File: config.mk
export PLATFORM = sky130hd
export DESIGN_NAME = memUnit
export DESIGN_NICKNAME = d
export VERILOG_FILES = /design/src/design/memBusPkg.sv /design/src/design/memCfgPkg.sv /design/src/design/addrGen.sv /design/src/design/memUnit.sv
export VERILOG_INCLUDE_DIRS = /design/src /design/src/design
export SDC_FILE = /design/constraint.sdc
export NUM_CORES = 1
export LEC_CHECK = 0
export BUFFER_PORTS_ARGS = -buffer_cell sky130_fd_sc_hd__buf_2
export CAP_MARGIN = 20
export CORE_AREA = 5 5 192 194
export CTS_CLUSTER_SIZE = 8
export DETAILED_ROUTE_END_ITERATION = 8
export DIE_AREA = 0 0 197 199
export GPL_ROUTABILITY_DRIVEN = 0
export PLACE_DENSITY = 0.72
export SETUP_SLACK_MARGIN = 0.05
export SLEW_MARGIN = 20
export SYNTH_ARGS = -nofsm -noshare
export SYNTH_HDL_FRONTEND = slang
export SYNTH_SLANG_ARGS = --single-unit
File: constraint.sdc
create_clock -name clk -period 8.97 [get_ports clk]
set_input_delay 1.794 -clock clk [delete_from_list [all_inputs] [get_ports clk]]
set_output_delay 1.794 -clock clk [all_outputs]
set_load 0.02 [all_outputs]
File: src/design/mem_defines.svh
`ifndef MEM_DEFINES_SVH
`define MEM_DEFINES_SVH

// data word and ram geometry for 1024 words
`define DATA_W 32
`define ADDR_W 10

// loop counters and start delay
`define CNT_W 10

// ram input reg, ram read and output reg
`define OUT_LAT 3

`endif

File: src/design/memBusPkg.sv
`include "mem_defines.svh"

package memBusPkg;

   // host databus request with a single-cycle valid
   typedef struct packed {
      logic               valid;
      logic               write;
      logic [`ADDR_W-1:0] addr;
      logic [`DATA_W-1:0] wdata;
   } busReq_t;

   typedef struct packed {
      logic               ready;
      logic [`DATA_W-1:0] rdata;
   } busResp_t;

   // drive of one ram port
   typedef struct packed {
      logic               en;
      logic               we;
      logic [`ADDR_W-1:0] addr;
      logic [`DATA_W-1:0] wdata;
   } ramPort_t;

endpackage

File: src/design/memCfgPkg.sv
`include "mem_defines.svh"

package memCfgPkg;

   // access pattern of one port held static while a run is active
   typedef struct packed {
      logic [`CNT_W-1:0]  iterations;
      logic [`CNT_W-1:0]  period;
      logic [`CNT_W-1:0]  duty;
      logic [`CNT_W-1:0]  delay;
      // address of step (0, 0)
      logic [`ADDR_W-1:0] start;
      // added once per iteration
      logic [`ADDR_W-1:0] shift;
      // added once per period step
      logic [`ADDR_W-1:0] incr;
      // bit-reverse the generated address
      logic               reverse;
      // stream input carries the address
      logic               ext;
      // stream input is written to the ram
      logic               inWr;
   } portCfg_t;

   // address generator states
   typedef enum logic [1:0] {
      AG_IDLE  = 2'd0,
      AG_DELAY = 2'd1,
      AG_RUN   = 2'd2,
      AG_DONE  = 2'd3
   } agState_t;

endpackage

File: src/design/addrGen.sv
`timescale 1ns/1ps
`include "mem_defines.svh"

module addrGen
   import memCfgPkg::*;
(
   input  logic               clk,
   input  logic               rst,
   input  logic               run,
   input  portCfg_t           cfg,
   output logic [`ADDR_W-1:0] addr,
   output logic               en,
   output logic               finished
);

   agState_t           state;
   logic [`CNT_W-1:0]  delayCnt;
   logic [`CNT_W-1:0]  perCnt;
   logic [`CNT_W-1:0]  iterCnt;
   logic [`ADDR_W-1:0] rowBase;
   logic               lastPer;
   logic               lastIter;

   assign lastPer  = (perCnt == cfg.period - 1'b1);
   assign lastIter = (iterCnt == cfg.iterations - 1'b1);

   always_ff @(posedge clk or posedge rst) begin
      if (rst) begin
         state    <= AG_IDLE;
         delayCnt <= '0;
         perCnt   <= '0;
         iterCnt  <= '0;
         rowBase  <= '0;
         addr     <= '0;
      end else if (run) begin
         // restart from the first step
         delayCnt <= cfg.delay - 1'b1;
         perCnt   <= '0;
         iterCnt  <= '0;
         rowBase  <= cfg.start;
         addr     <= cfg.start;
         if (cfg.delay == '0) begin
            state <= AG_RUN;
         end else begin
            state <= AG_DELAY;
         end
      end else begin
         case (state)
            AG_DELAY: begin
               if (delayCnt == '0) begin
                  state <= AG_RUN;
               end else begin
                  delayCnt <= delayCnt - 1'b1;
               end
            end
            AG_RUN: begin
               if (!lastPer) begin
                  perCnt <= perCnt + 1'b1;
                  addr   <= addr + cfg.incr;
               end else begin
                  perCnt <= '0;
                  if (lastIter) begin
                     state <= AG_DONE;
                  end else begin
                     // next row starts one shift further on
                     iterCnt <= iterCnt + 1'b1;
                     rowBase <= rowBase + cfg.shift;
                     addr    <= rowBase + cfg.shift;
                  end
               end
            end
            default: begin
               state <= state;
            end
         endcase
      end
   end

   // only the first duty steps of each period touch the ram
   assign en       = (state == AG_RUN) && (perCnt < cfg.duty);
   assign finished = (state == AG_DONE);

endmodule

File: src/design/memUnit.sv
`timescale 1ns/1ps
`include "mem_defines.svh"

module memUnit
   import memCfgPkg::*;
   import memBusPkg::*;
(
   input  logic               clk,
   input  logic               rst,
   input  logic               run,
   input  portCfg_t           cfgA,
   input  portCfg_t           cfgB,
   input  busReq_t            bus,
   output busResp_t           resp,
   input  logic [`DATA_W-1:0] in0,
   input  logic [`DATA_W-1:0] in1,
   output logic [`DATA_W-1:0] out0,
   output logic [`DATA_W-1:0] out1,
   output logic               done,
   output ramPort_t           ramA,
   output ramPort_t           ramB,
   input  logic [`DATA_W-1:0] qA,
   input  logic [`DATA_W-1:0] qB
);

   logic [`ADDR_W-1:0]  rawA;
   logic [`ADDR_W-1:0]  rawB;
   logic                enA;
   logic                enB;
   logic                finA;
   logic                finB;
   ramPort_t            nextA;
   ramPort_t            nextB;
   logic [`OUT_LAT-1:0] validPipe;
   logic [`OUT_LAT-1:0] readPipe;
   logic [`OUT_LAT-1:0] donePipe;

   function automatic logic [`ADDR_W-1:0] bitRev(input logic [`ADDR_W-1:0] a);
      logic [`ADDR_W-1:0] r;
      for (int i = 0; i < `ADDR_W; i++) begin
         r[i] = a[`ADDR_W-1-i];
      end
      return r;
   endfunction

   // reversal beats the external address
   function automatic logic [`ADDR_W-1:0] effAddr(input portCfg_t cfg,
                                                  input logic [`ADDR_W-1:0] raw,
                                                  input logic [`DATA_W-1:0] din);
      if (cfg.reverse) begin
         return bitRev(raw);
      end
      if (cfg.ext) begin
         return din[`ADDR_W-1:0];
      end
      return raw;
   endfunction

   addrGen genA (
      .clk      (clk),
      .rst      (rst),
      .run      (run),
      .cfg      (cfgA),
      .addr     (rawA),
      .en       (enA),
      .finished (finA)
   );

   addrGen genB (
      .clk      (clk),
      .rst      (rst),
      .run      (run),
      .cfg      (cfgB),
      .addr     (rawB),
      .en       (enB),
      .finished (finB)
   );

   // bus owns port a whenever it is valid
   always_comb begin
      nextA.en    = bus.valid | enA;
      nextA.we    = bus.valid ? bus.write : (enA & cfgA.inWr & ~cfgA.ext);
      nextA.addr  = bus.valid ? bus.addr : effAddr(cfgA, rawA, in0);
      nextA.wdata = bus.valid ? bus.wdata : in0;
      nextB.en    = enB;
      nextB.we    = enB & cfgB.inWr & ~cfgB.ext;
      nextB.addr  = effAddr(cfgB, rawB, in1);
      nextB.wdata = in1;
   end

   always_ff @(posedge clk or posedge rst) begin
      if (rst) begin
         ramA <= '0;
         ramB <= '0;
      end else begin
         ramA <= nextA;
         ramB <= nextB;
      end
   end

   always_ff @(posedge clk or posedge rst) begin
      if (rst) begin
         out0 <= '0;
         out1 <= '0;
      end else if (run) begin
         out0 <= '0;
         out1 <= '0;
      end else begin
         out0 <= qA;
         out1 <= qB;
      end
   end

   // bus answer and done follow the same three stages as the streams
   always_ff @(posedge clk or posedge rst) begin
      if (rst) begin
         validPipe <= '0;
         readPipe  <= '0;
         donePipe  <= '0;
      end else begin
         validPipe <= {validPipe[`OUT_LAT-2:0], bus.valid};
         readPipe  <= {readPipe[`OUT_LAT-2:0], bus.valid & ~bus.write};
         if (run) begin
            donePipe <= '0;
         end else begin
            donePipe <= {donePipe[`OUT_LAT-2:0], finA & finB};
         end
      end
   end

   always_comb begin
      resp.ready = validPipe[`OUT_LAT-1];
      resp.rdata = readPipe[`OUT_LAT-1] ? out0 : '0;
   end

   assign done = donePipe[`OUT_LAT-1];

endmodule

==> run_results.csv, run 1 <==
group,metric,value,unit
outcome,status,"complete, no violations",
detailed_routing,drcViolationCount,0,
placed_design,port_buffers,506,
sta,finalCriticalPeriod,4.69,ns
sta,slew_headroom,0.376,
worst_setup_path,worst-setup-path-type,"in -> reg",
finish,multi_input_area,0.00755,mm^2
worst_setup_path,slowest_stage,"buf_4",
finish,register_area,0.00663,mm^2
sta,hold_ws,0.350,ns
floorplan,fp.dieW,197,um
sta,setup_violations,0,
yosys,synth_cell_type_count,82,
yosys,syn_area,0.0146,mm^2
yosys,synthArstFlopShare,1.00,
pwr,power_density,194,mW/mm^2
sta,rsz0062_at_grt,"no",
yosys,synth_ff_type,"dfrtp_1",
detailed_routing,vias,13300,
sta,skew,0.0193,ns
clock_network,clk-insertion-delay-late,0.55,ns
global_route,antenna_found_initial,15,
worst_setup_path,critPathLaunchType,"input pin",
yosys,synth-seq-area-share,0.453,
detailed_routing,wl,51100,um
pwr,p_leak,0.00920,uW
clock_network,cts_tree,"done",
worst_setup_path,worst-path-max-fanout,117,
global_route,grt_max_degree,131,
clock_network,cts-root-buf,"clkbuf_16",
yosys,netlist_instances,1485,
floorplan,core,0.0351,mm^2
worst_setup_path,end_kind,"register",
detailed_routing,vias_per_cell,5.39,
clock_network,clockBufferDepth,3,
clock_network,cts.sinks,265,
global_route,grt_usage,0.246,
sta,worst_pin_slew,0.932,ns
yosys,yosys_warnings,0,
finish,layout-drive-gt1-share,0.322,
floorplan,dieArea,0.0392,mm^2
pwr,ir_drop,0.169,mV
worst_setup_path,worst_ep_required_time,9.42,ns
yosys,ys_ff_latch,265,
placed_design,hpwl,40000,um
finish,fillers,3160,
yosys,synth_edf_count,0,
finish,finalCoreUtilization,0.532,
clock_network,ctsHtreeMaxLevel,2,
clock_network,path_clk_slew,0.05,ns
global_route,grt_pass1_wl,74600,um
floorplan,ioPinCount,507,
worst_setup_path,path_common_cell,"o21ai_0",
worst_setup_path,crit_chain,"buf_6 -> buf_4 -> mux2i_1 -> ha_1 -> o21ai_0 -> or2_2 -> nor2_1 -> xor2_1 -> a22oi_1 -> o21ai_0",
run,maxCapViolCount,0,
worst_setup_path,cpPeakStageDelay,0.83,ns
detailed_routing,drtIter0Drc,762,
floorplan,initial_core_util,0.418,
detailed_routing,ant_nets,0,
sta,finalHoldViolCount,0,
global_route,grt_pass1_vias,12800,
finish,final_common_cell,"buf_2",
finish,nNetsFinal,2367,
min_path,holdCritPathClass,"reg -> reg",
finish,syn_to_final_growth,27.5,%
placed_design,dp.cells,2398,
yosys,syn_area_per_cell,9.86,um^2
clock_network,post_cts_resized,0,
clock_network,cts_buffers,39,
sta,setup_tns,0,ns
detailed_routing,wl_per_cell,20.8,um
pwr,power,3630,uW
floorplan,rows,69,
sta,fmax,213,MHz
finish,fin_cells,2458,
finish,final_cell_mix,"505 x buf_2, 265 x dfrtp_1, 115 x nor2_1",
sta,finalCritPeriodShare,0.522,
yosys,syn-num-nets,1874,
worst_setup_path,cp.arrival,5.14,ns
detailed_routing,drt_pass1_iterations,5,
clock_network,cts_hold_buf,0,
clock_network,cts_setup_buffers,0,
floorplan,die_height,199,um
sta,drv_slew,0,
global_route,grt-ovfl-total,0,
[per-layer routing]
metal,global-route usage,vias up,part of all wire
met3,0.0593,89,0.083
met2,0.366,523,0.45
met5,0,-,0.00090
met4,0.0919,6,0.030
li1,-,6208,-
met1,0.350,6430,0.44
[critical path, delay by kind of cell]
| family | cells | cell delay, ns |
|---|---|---|
| xor+xnor | 1 | 0.17 |
| fa+ha+maj | 1 | 0.27 |
| buf+inv | 2 | 1.42 |
| compound gates | 3 | 0.47 |
| mux | 1 | 0.36 |
| simple gates | 2 | 0.62 |
[cells in the mapped netlist, types with 4 or more instances]
cell        n  share of area
a22oi_1     7         0.0036
mux2_2     52          0.040
xnor2_1    56          0.034
o31ai_1     7         0.0036
nand3_1    32          0.011
a31o_2      5         0.0030
buf_1       7         0.0018
mux2i_1    48          0.033
o21bai_1    7         0.0036
nor2b_1    74          0.032
a31oi_1     5         0.0021
o21a_1      5         0.0026
nor2_1    115          0.029
buf_2       5         0.0017
and2_1     37          0.016
o21ai_0    95          0.032
a21oi_1    92          0.031
o22ai_1     4         0.0017
o211ai_1    8         0.0041
dfrtp_1   265           0.45
nand2b_1   12         0.0051
ha_1       64          0.055
a211oi_1    6         0.0031
fa_1        4         0.0055
a21o_1     17         0.0087
or4_1       6         0.0031
nand2_1   106          0.027
nor4_1     16         0.0068
nor3_1     39          0.013
xor2_1     52          0.031
clkbuf_1   44          0.011
a311o_1     5         0.0034
and3_1     16         0.0068
or3_1      21         0.0090
nand4_1    13         0.0056
or2_2       7         0.0030
nor3b_1     9         0.0046
inv_1      54          0.014
[through the flow]
| step | setup slack [ns] | cell area [um^2] |
|---|---|---|
| floorplan | 3.68 | 14600 |
| global placement | 3.79 | 17600 |
| detailed placement | 3.69 | 17600 |
| CTS | 4.27 | 18600 |
| global route | 3.94 | 18700 |
| finish | 4.28 | 18700 |
[report_power, final]
group / switching, uW / internal, uW / leakage (uW)
sequential: 96.4 / 1310 / 0.00329
clock: 546 / 788 / 0.000517
combinational: 501 / 381 / 0.00539
total: 1140 / 2480 / 0.00920
[layout make-up]
cell class                 count  area share
antenna                       12     0.00161
multi-input combinational   1105       0.405
timing repair buffer         512       0.139
clock buffer                  45      0.0540
tap                          461      0.0309
clock inverter                 3     0.00295
inverter                      55      0.0113
sequential                   265       0.355
[path summary, 6_finish.rpt]
path                                start          endpoint  slack (ns)  cells after the start
max reg2reg                genB.perCnt[6]      genB.addr[9]        5.65                      8
min                          validPipe[1]      validPipe[2]        0.35                      0
max                                   run  genA.delayCnt[8]        4.28                     10
max in group asynchronous             rst          ramB[13]        6.02                      4
min reg2reg                  validPipe[1]      validPipe[2]        0.35                      0
min in group asynchronous             rst           ramB[1]        1.50                      3
[cells by family (layout without fill, tap and decap cells)]
logic type / after synthesis / after routing / share of synthesized area
adders and majority gates: 68 / 68 / 0.0602
muxes: 100 / 100 / 0.0728
and+or+nand+nor: 528 / 528 / 0.189
xor gates and xnor gates: 109 / 109 / 0.0657
AOI/OAI and AO/OA: 300 / 300 / 0.128
buffers and inverters: 115 / 615 / 0.0310
other: 0 / 12 / 0
DFF: 265 / 265 / 0.453
[flip-flops by register name, indices dropped and copies added, names as in the netlist]
| name | count |
|---|---|
| donePipe | 3 |
| genA.addr | 10 |
| genA.delayCnt | 10 |
| genA.iterCnt | 10 |
| genA.perCnt | 10 |
| genA.rowBase | 10 |
| genA.state | 2 |
| genB.addr | 10 |
| genB.delayCnt | 10 |
| genB.iterCnt | 10 |
| genB.perCnt | 10 |
| genB.rowBase | 10 |
| genB.state | 2 |
| out0 | 32 |
| out1 | 32 |
| ramA | 44 |
| ramB | 44 |
| readPipe | 3 |
| validPipe | 3 |
No activity file was read; power rests on OpenSTA's default activity.
==> inputs of run 2 (changes only) <==
==> constraint.sdc (replaced) <==
create_clock -name clk -period 3.8 [get_ports clk]
set_input_delay 0.76 -clock clk [delete_from_list [all_inputs] [get_ports clk]]
set_output_delay 0.76 -clock clk [all_outputs]
set_load 0.02 [all_outputs]
==> run 2 against run 1 <==
  * Die area stayed put
  * Worst setup slack lost 3.6 ns
  * Non-clock buffer count grew 10
  * Critical endpoint is now genA.iterCnt[6]
  * Largest power group unchanged
==> run_results.csv, run 2 (synthesized netlist as in run 1, its figures left out) <==
group,metric,value,unit
sta,setup_tns,0,ns
clock_network,cts-root-buf,"clkbuf_16",
worst_setup_path,cp_top_family,"simple AND/OR/NAND/NOR gates",
detailed_routing,wl,51100,um
detailed_routing,vias,13300,
finish,nNetsFinal,2378,
clock_network,cts_hold_buf,0,
pwr,power_density,460,mW/mm^2
worst_setup_path,rr_worst_depth,9,
floorplan,fp.dieW,197,um
detailed_routing,vias_per_cell,5.39,
sta,fmax,317,MHz
finish,final_cell_mix,"505 x buf_2, 265 x dfrtp_1, 115 x nor2_1",
worst_setup_path,path_common_cell,"or4_1",
detailed_routing,drcViolationCount,0,
detailed_routing,drt_pass1_iterations,5,
detailed_routing,ant_nets,0,
floorplan,ioPinCount,507,
finish,syn_to_final_growth,28.7,%
finish,layout-drive-gt1-share,0.327,
floorplan,dieArea,0.0392,mm^2
pwr,power,8660,uW
clock_network,cts_tree,"done",
sta,finalCritPeriodShare,0.829,
worst_setup_path,slowest_stage,"or4_1",
worst_setup_path,crit_path_start,"cfgA[53]",
sta,finalCriticalPeriod,3.15,ns
global_route,grt_pass1_vias,13000,
run,maxCapViolCount,0,
worst_setup_path,cp.arrival,3.61,ns
sta,skew,0.0231,ns
clock_network,clockBufferDepth,3,
placed_design,hpwl,40300,um
clock_network,clk-insertion-delay-late,0.55,ns
floorplan,core,0.0351,mm^2
worst_setup_path,critPathLaunchType,"input pin",
worst_setup_path,worst_setup_path_endpoint,"genA.iterCnt[6]",
worst_setup_path,r2r-start,"genA.rowBase[1]",
global_route,grt_pass1_wl,75300,um
outcome,status,"complete, no violations",
worst_setup_path,worst-setup-path-type,"in -> reg",
floorplan,die_height,199,um
global_route,grt-ovfl-total,0,
sta,drv_slew,0,
detailed_routing,drtIter0Drc,930,
sta,worst_pin_slew,0.915,ns
sta,slew_headroom,0.387,
finish,reg.largest.list,"ramA x44, ramB x44",
sta,setup_violations,0,
min_path,holdCritPathClass,"in -> async",
global_route,grt_max_degree,120,
floorplan,rows,69,
clock_network,post_cts_resized,0,
worst_setup_path,r2r_end,"genA.addr[9]",
sta,rsz0062_at_grt,"no",
clock_network,cts_setup_buffers,0,
global_route,antenna_found_initial,17,
worst_setup_path,crit_chain,"buf_2 -> inv_1 -> ha_1 -> or4_1 -> nor4_1 -> a2111oi_0 -> a21oi_2 -> nand4_4 -> or3_1 -> or4_1 -> a21oi_1",
pwr,ir_drop,0.346,mV
clock_network,path_clk_slew,0.05,ns
placed_design,port_buffers,506,
finish,final_common_cell,"buf_2",
worst_setup_path,cpPeakStageDelay,0.58,ns
pwr,p_leak,0.00930,uW
sta,finalHoldViolCount,0,
detailed_routing,wl_per_cell,20.7,um
floorplan,initial_core_util,0.418,
worst_setup_path,timing.critical_path.buf_inv,2,
finish,fillers,3176,
worst_setup_path,rrSetupSlack,0.79,ns
worst_setup_path,crit_cells,11,
worst_setup_path,worst-path-max-fanout,16,
worst_setup_path,end_kind,"register",
clock_network,cts.sinks,265,
clock_network,ctsHtreeMaxLevel,2,
clock_network,cts_buffers,40,
worst_setup_path,worst_ep_required_time,4.26,ns
global_route,grt_usage,0.248,
[run 2: layout make-up]
class                      count  area, um^2  area share
multi-input combinational   1105        7550       0.401
sequential                   265        6630       0.352
timing repair buffer         522        2700       0.143
clock buffer                  48        1080      0.0575
tap                          461         577      0.0306
inverter                      55         210      0.0112
clock inverter                 3        53.8     0.00286
antenna                       12        30.0     0.00159
[run 2: how the worst min path moves through the flow]
stage               depth (start not counted)  slack, ns            to          from
detailed placement                          0       0.33   readPipe[2]   readPipe[1]
floorplan                                   0       0.33   readPipe[1]   readPipe[0]
global route                                2       0.26       ramB[5]           rst
finish                                      2       0.25       ramB[6]           rst
global placement                            0       0.34  validPipe[2]  validPipe[1]
CTS                                         2       0.22   donePipe[2]           rst
[run 2: metal layers]
layer / vias up / wire, um / global-route usage
li1: 6235 / - / -
met1: 6432 / 22400 / 0.351
met2: 556 / 22800 / 0.368
met3: 91 / 4270 / 0.0595
met4: 6 / 1560 / 0.0978
met5: - / 47 / 0
[run 2: report_power, final]
| part | switching (uW) | leakage (uW) | internal, uW |
|---|---|---|---|
| clock | 1280 | 0.000550 | 1980 |
| sequential | 218 | 0.00329 | 3100 |
| combinational | 1180 | 0.00545 | 905 |
[run 2: per-stage QoR]
stage	utilization	setup slack [ns]	std cells	hold slack, ns	cell area [um^2]
2_1_floorplan	-	-0.458	1485	0.331	14600
3_3_place_gp	0.504	0.233	2408	0.337	17700
3_5_place_dp	0.504	0.130	2408	0.335	17700
4_1_cts	0.536	0.724	2459	0.223	18800
5_1_grt	0.537	0.438	2468	0.256	18800
6_report	0.537	0.650	2471	0.251	18800
==> inputs of run 3 (changes only) <==
--- a/config.mk
+++ b/config.mk
@@ -6,12 +6,13 @@
 export SDC_FILE = /design/constraint.sdc
 export NUM_CORES = 1
 export LEC_CHECK = 0
+export ABC_AREA = 1
 export BUFFER_PORTS_ARGS = -buffer_cell sky130_fd_sc_hd__buf_2
 export CAP_MARGIN = 20
-export CORE_AREA = 5 5 192 194
+export CORE_MARGIN = 5
+export CORE_UTILIZATION = 45
 export CTS_CLUSTER_SIZE = 8
 export DETAILED_ROUTE_END_ITERATION = 8
-export DIE_AREA = 0 0 197 199
 export GPL_ROUTABILITY_DRIVEN = 0
 export PLACE_DENSITY = 0.72
 export SETUP_SLACK_MARGIN = 0.05
==> constraint.sdc (replaced) <==
create_clock -name clk -period 3.3 [get_ports clk]
set_input_delay 0.66 -clock clk [delete_from_list [all_inputs] [get_ports clk]]
set_output_delay 0.66 -clock clk [all_outputs]
set_load 0.02 [all_outputs]
==> run 3 against run 2 <==
  * Utilization up 3.6 points
  * Power is 37% higher
  * Sequential share of layout area down 1.7 points
  * Routed wire length up 14%
  * Final cell count up 26%
  * Clock-buffer cell count shrank 6
  * Global-route usage is 3.9 points higher
  * Synthesized area grew 7.3%
  * Combinational power rose by 93%
  * Hold slack worse by 0.011 ns
  * Non-clock buffer count up 3
  * Clock power rose by 9.5%
  * Largest power group unchanged
==> run_results.csv, run 3 <==
group,metric,value,unit
outcome,status,"complete, no violations",
finish,nNetsFinal,3037,
sta,hold_ws,0.240,ns
worst_setup_path,cp_top_family,"flip-flops",
worst_setup_path,crit_path_start,"readPipe[2]",
pwr,swShare,0.377,
sta,worst_pin_slew,0.897,ns
floorplan,ioPinCount,507,
yosys,post-synth-top-count-cell,"nand2_1",
clock_network,cts_tree,"done",
detailed_routing,wl,58100,um
yosys,yosys_warnings,0,
worst_setup_path,cp.arrival,1.95,ns
clock_network,post_cts_resized,0,
detailed_routing,drt_pass1_iterations,5,
yosys,synth_ff_type,"dfrtp_1",
worst_setup_path,critPathLaunchType,"register",
clock_network,cts_hold_buf,0,
sta,setup_ws,0.692,ns
sta,skew,0.0126,ns
floorplan,rows,68,
floorplan,dieArea,0.0387,mm^2
worst_setup_path,worst_ep_required_time,2.64,ns
pwr,p_sw,4480,uW
yosys,netlist_instances,2143,
yosys,synthArstFlopShare,1.00,
finish,multi_input_area,0.00764,mm^2
clock_network,clockBufferDepth,3,
worst_setup_path,r2r_end,"genA.rowBase[2]",
pwr,ir_drop,0.429,mV
yosys,syn-num-nets,2532,
yosys,syn_area,0.0157,mm^2
finish,reg.largest.list,"ramA x44, ramB x44",
pwr,seqPwrFrac,0.360,
pwr,p_clk_frac,0.301,
floorplan,core,0.0345,mm^2
yosys,syn_area_per_cell,7.33,um^2
global_route,grt_pass1_vias,15200,
clock_network,cts_buffers,39,
yosys,synth_cell_type_count,49,
finish,final_common_cell,"nand2_1",
floorplan,fp.dieW,197,um
sta,rsz0062_at_grt,"no",
placed_design,post-place-ws,0.341,ns
placed_design,placed_cell_area,0.0187,mm^2
detailed_routing,wl_per_cell,18.7,um
finish,layout-drive-gt1-share,0.238,
detailed_routing,ant_nets,0,
yosys,synth_top_area_frac,0.422,
yosys,synth_commonest_cells,"647 x nand2_1, 299 x inv_1, 265 x dfrtp_1",
sta,fmax,383,MHz
worst_setup_path,end_kind,"primary output",
yosys,ys_ff_latch,265,
yosys,synth_edf_count,0,
worst_setup_path,slowest_stage,"dfrtp_1",
global_route,grt_max_degree,66,
sta,finalHoldViolCount,0,
sta,slew_headroom,0.402,
global_route,grt_use_met3,0.140,
worst_setup_path,timing.critical_path.buf_inv,2,
floorplan,die_height,197,um
placed_design,port_buffers,506,
detailed_routing,drtIter0Drc,1197,
min_path,holdCritPathClass,"in -> reg",
clock_network,cts-root-buf,"clkbuf_16",
pwr,p_int,7400,uW
worst_setup_path,worst_setup_path_endpoint,"resp[9]",
floorplan,initial_core_util,0.456,
pwr,combPwrFrac,0.340,
detailed_routing,vias_per_cell,5.09,
yosys,yosys-top-cells-area,"dfrtp_1 42%, nand2_1 15%, inv_1 7.1%, nor2_1 5.6%, ha_1 5.1%",
detailed_routing,vias,15900,
finish,syn_to_final_growth,25.9,%
global_route,use_met1,0.362,
finish,design_area,0.0198,mm^2
global_route,antenna_found_initial,6,
sta,finalCritPeriodShare,0.790,
worst_setup_path,rr_worst_depth,12,
finish,fillers,3163,
worst_setup_path,crit_chain,"nand2_1 -> inv_1 -> buf_2",
worst_setup_path,rrSetupSlack,1.05,ns
worst_setup_path,cpPeakStageDelay,0.92,ns
pwr,power_density,601,mW/mm^2
placed_design,hpwl,47200,um
global_route,grt_usage,0.286,
global_route,grt_busiest_layer,"met2",
sta,setup_tns,0,ns
sta,finalCriticalPeriod,2.61,ns
finish,final_cell_mix,"647 x nand2_1, 505 x buf_2, 297 x inv_1",
worst_setup_path,worst-path-max-fanout,32,
clock_network,clk-insertion-delay-late,0.53,ns
detailed_routing,drcViolationCount,0,
sta,setup_violations,0,
pwr,p_leak,0.0113,uW
global_route,grtUsageMet2,0.432,
yosys,synth_top_area_cell,"dfrtp_1",
clock_network,ctsHtreeMaxLevel,2,
finish,register_area,0.00663,mm^2
clock_network,path_clk_slew,0.05,ns
worst_setup_path,crit_cells,3,
yosys,synth-seq-area-share,0.422,
clock_network,cts.sinks,265,
run,maxCapViolCount,0,
clock_network,cts_setup_buffers,0,
global_route,grt-ovfl-total,0,
sta,drv_slew,0,
worst_setup_path,worst-setup-path-type,"reg -> out",
global_route,grt_pass1_wl,86000,um
worst_setup_path,r2r-start,"genA.perCnt[3]",
pwr,power,11900,uW
==> run 3: changes by cell type after synthesis, sizes merged, moves of 13 or more <==
cell   before  now
nor2      118  247
xnor2      57   21
mux2i      48    0
and2       40    2
nand4      14   27
nand2     106  656
nor3       39   12
inv        55  302
mux2       52    0
nor2b      74    0
and3       17    0
nand3      32  153
a21o       17    1
==> run 3: how the worst min path moves through the flow <==
stage                startpoint     endpoint  slack [ns]  cells past startpoint
detailed placement  readPipe[0]  readPipe[1]        0.34                      0
finish                  in1[11]     ramB[11]        0.24                      1
global route            in1[14]     ramB[14]        0.22                      1
global placement    readPipe[1]  readPipe[2]        0.33                      0
floorplan           readPipe[0]  readPipe[1]        0.33                      0
CTS                     in1[14]     ramB[14]        0.22                      1
==> run 3: layout make-up <==
| cell class | count | area share |
|---|---|---|
| Inverter | 302 | 0.0575 |
| Sequential cell | 265 | 0.335 |
| Tap cell | 455 | 0.0288 |
| Clock buffer | 42 | 0.0504 |
| Antenna cell | 4 | 0.000506 |
| Clock inverter | 4 | 0.00291 |
| Timing Repair Buffer | 525 | 0.138 |
| Multi-Input combinational cell | 1515 | 0.386 |
==> run 3: layer usage <==
| layer | up-vias | part of all wire |
|---|---|---|
| met5 | - | 0.00046 |
| met3 | 108 | 0.14 |
| met1 | 7332 | 0.39 |
| met4 | 4 | 0.035 |
| met2 | 685 | 0.43 |
| li1 | 7724 | - |
==> run 3: cell families after synthesis <==
kind of cell / Yosys count / synth area share
simple gates: 1140 / 0.304
compound gates: 230 / 0.0829
buf+inv: 363 / 0.0912
fa+ha+maj: 68 / 0.0561
flops: 265 / 0.422
xor+xnor: 77 / 0.0439
==> run 3: metrics by stage <==
| step | cells | util |
|---|---|---|
| floorplan | 2143 | - |
| global placement | 3062 | 0.543 |
| detailed placement | 3062 | 0.543 |
| CTS | 3108 | 0.573 |
| global route | 3111 | 0.574 |
| finish | 3112 | 0.574 |
==> run 3: power by group through the flow <==
| stage | combinational (uW) | clock, uW | sequential, uW |
|---|---|---|---|
| 2_1_floorplan | 2610 | 0 | 4350 |
| 3_3_place_gp | 3870 | 0 | 4300 |
| 3_5_place_dp | 3950 | 0 | 4310 |
| 4_1_cts | 3990 | 3620 | 4270 |
| 5_1_grt | 4530 | 3760 | 4330 |
| 6_report | 4030 | 3570 | 4270 |
==> run 3: worst reg2reg max path: stages (launching register included) <==
cell and delay [ns]:
dfrtp_1 0.47, inv_1 0.14, nand2_1 0.08, nand2_1 0.06, xor2_1 0.14, nor2_1 0.10, nand2_1 0.07, nor2_2 0.13
nand3_4 0.21, o21ai_4 0.22, nand2_4 0.27, nand2_1 0.18, o21ai_2 0.07
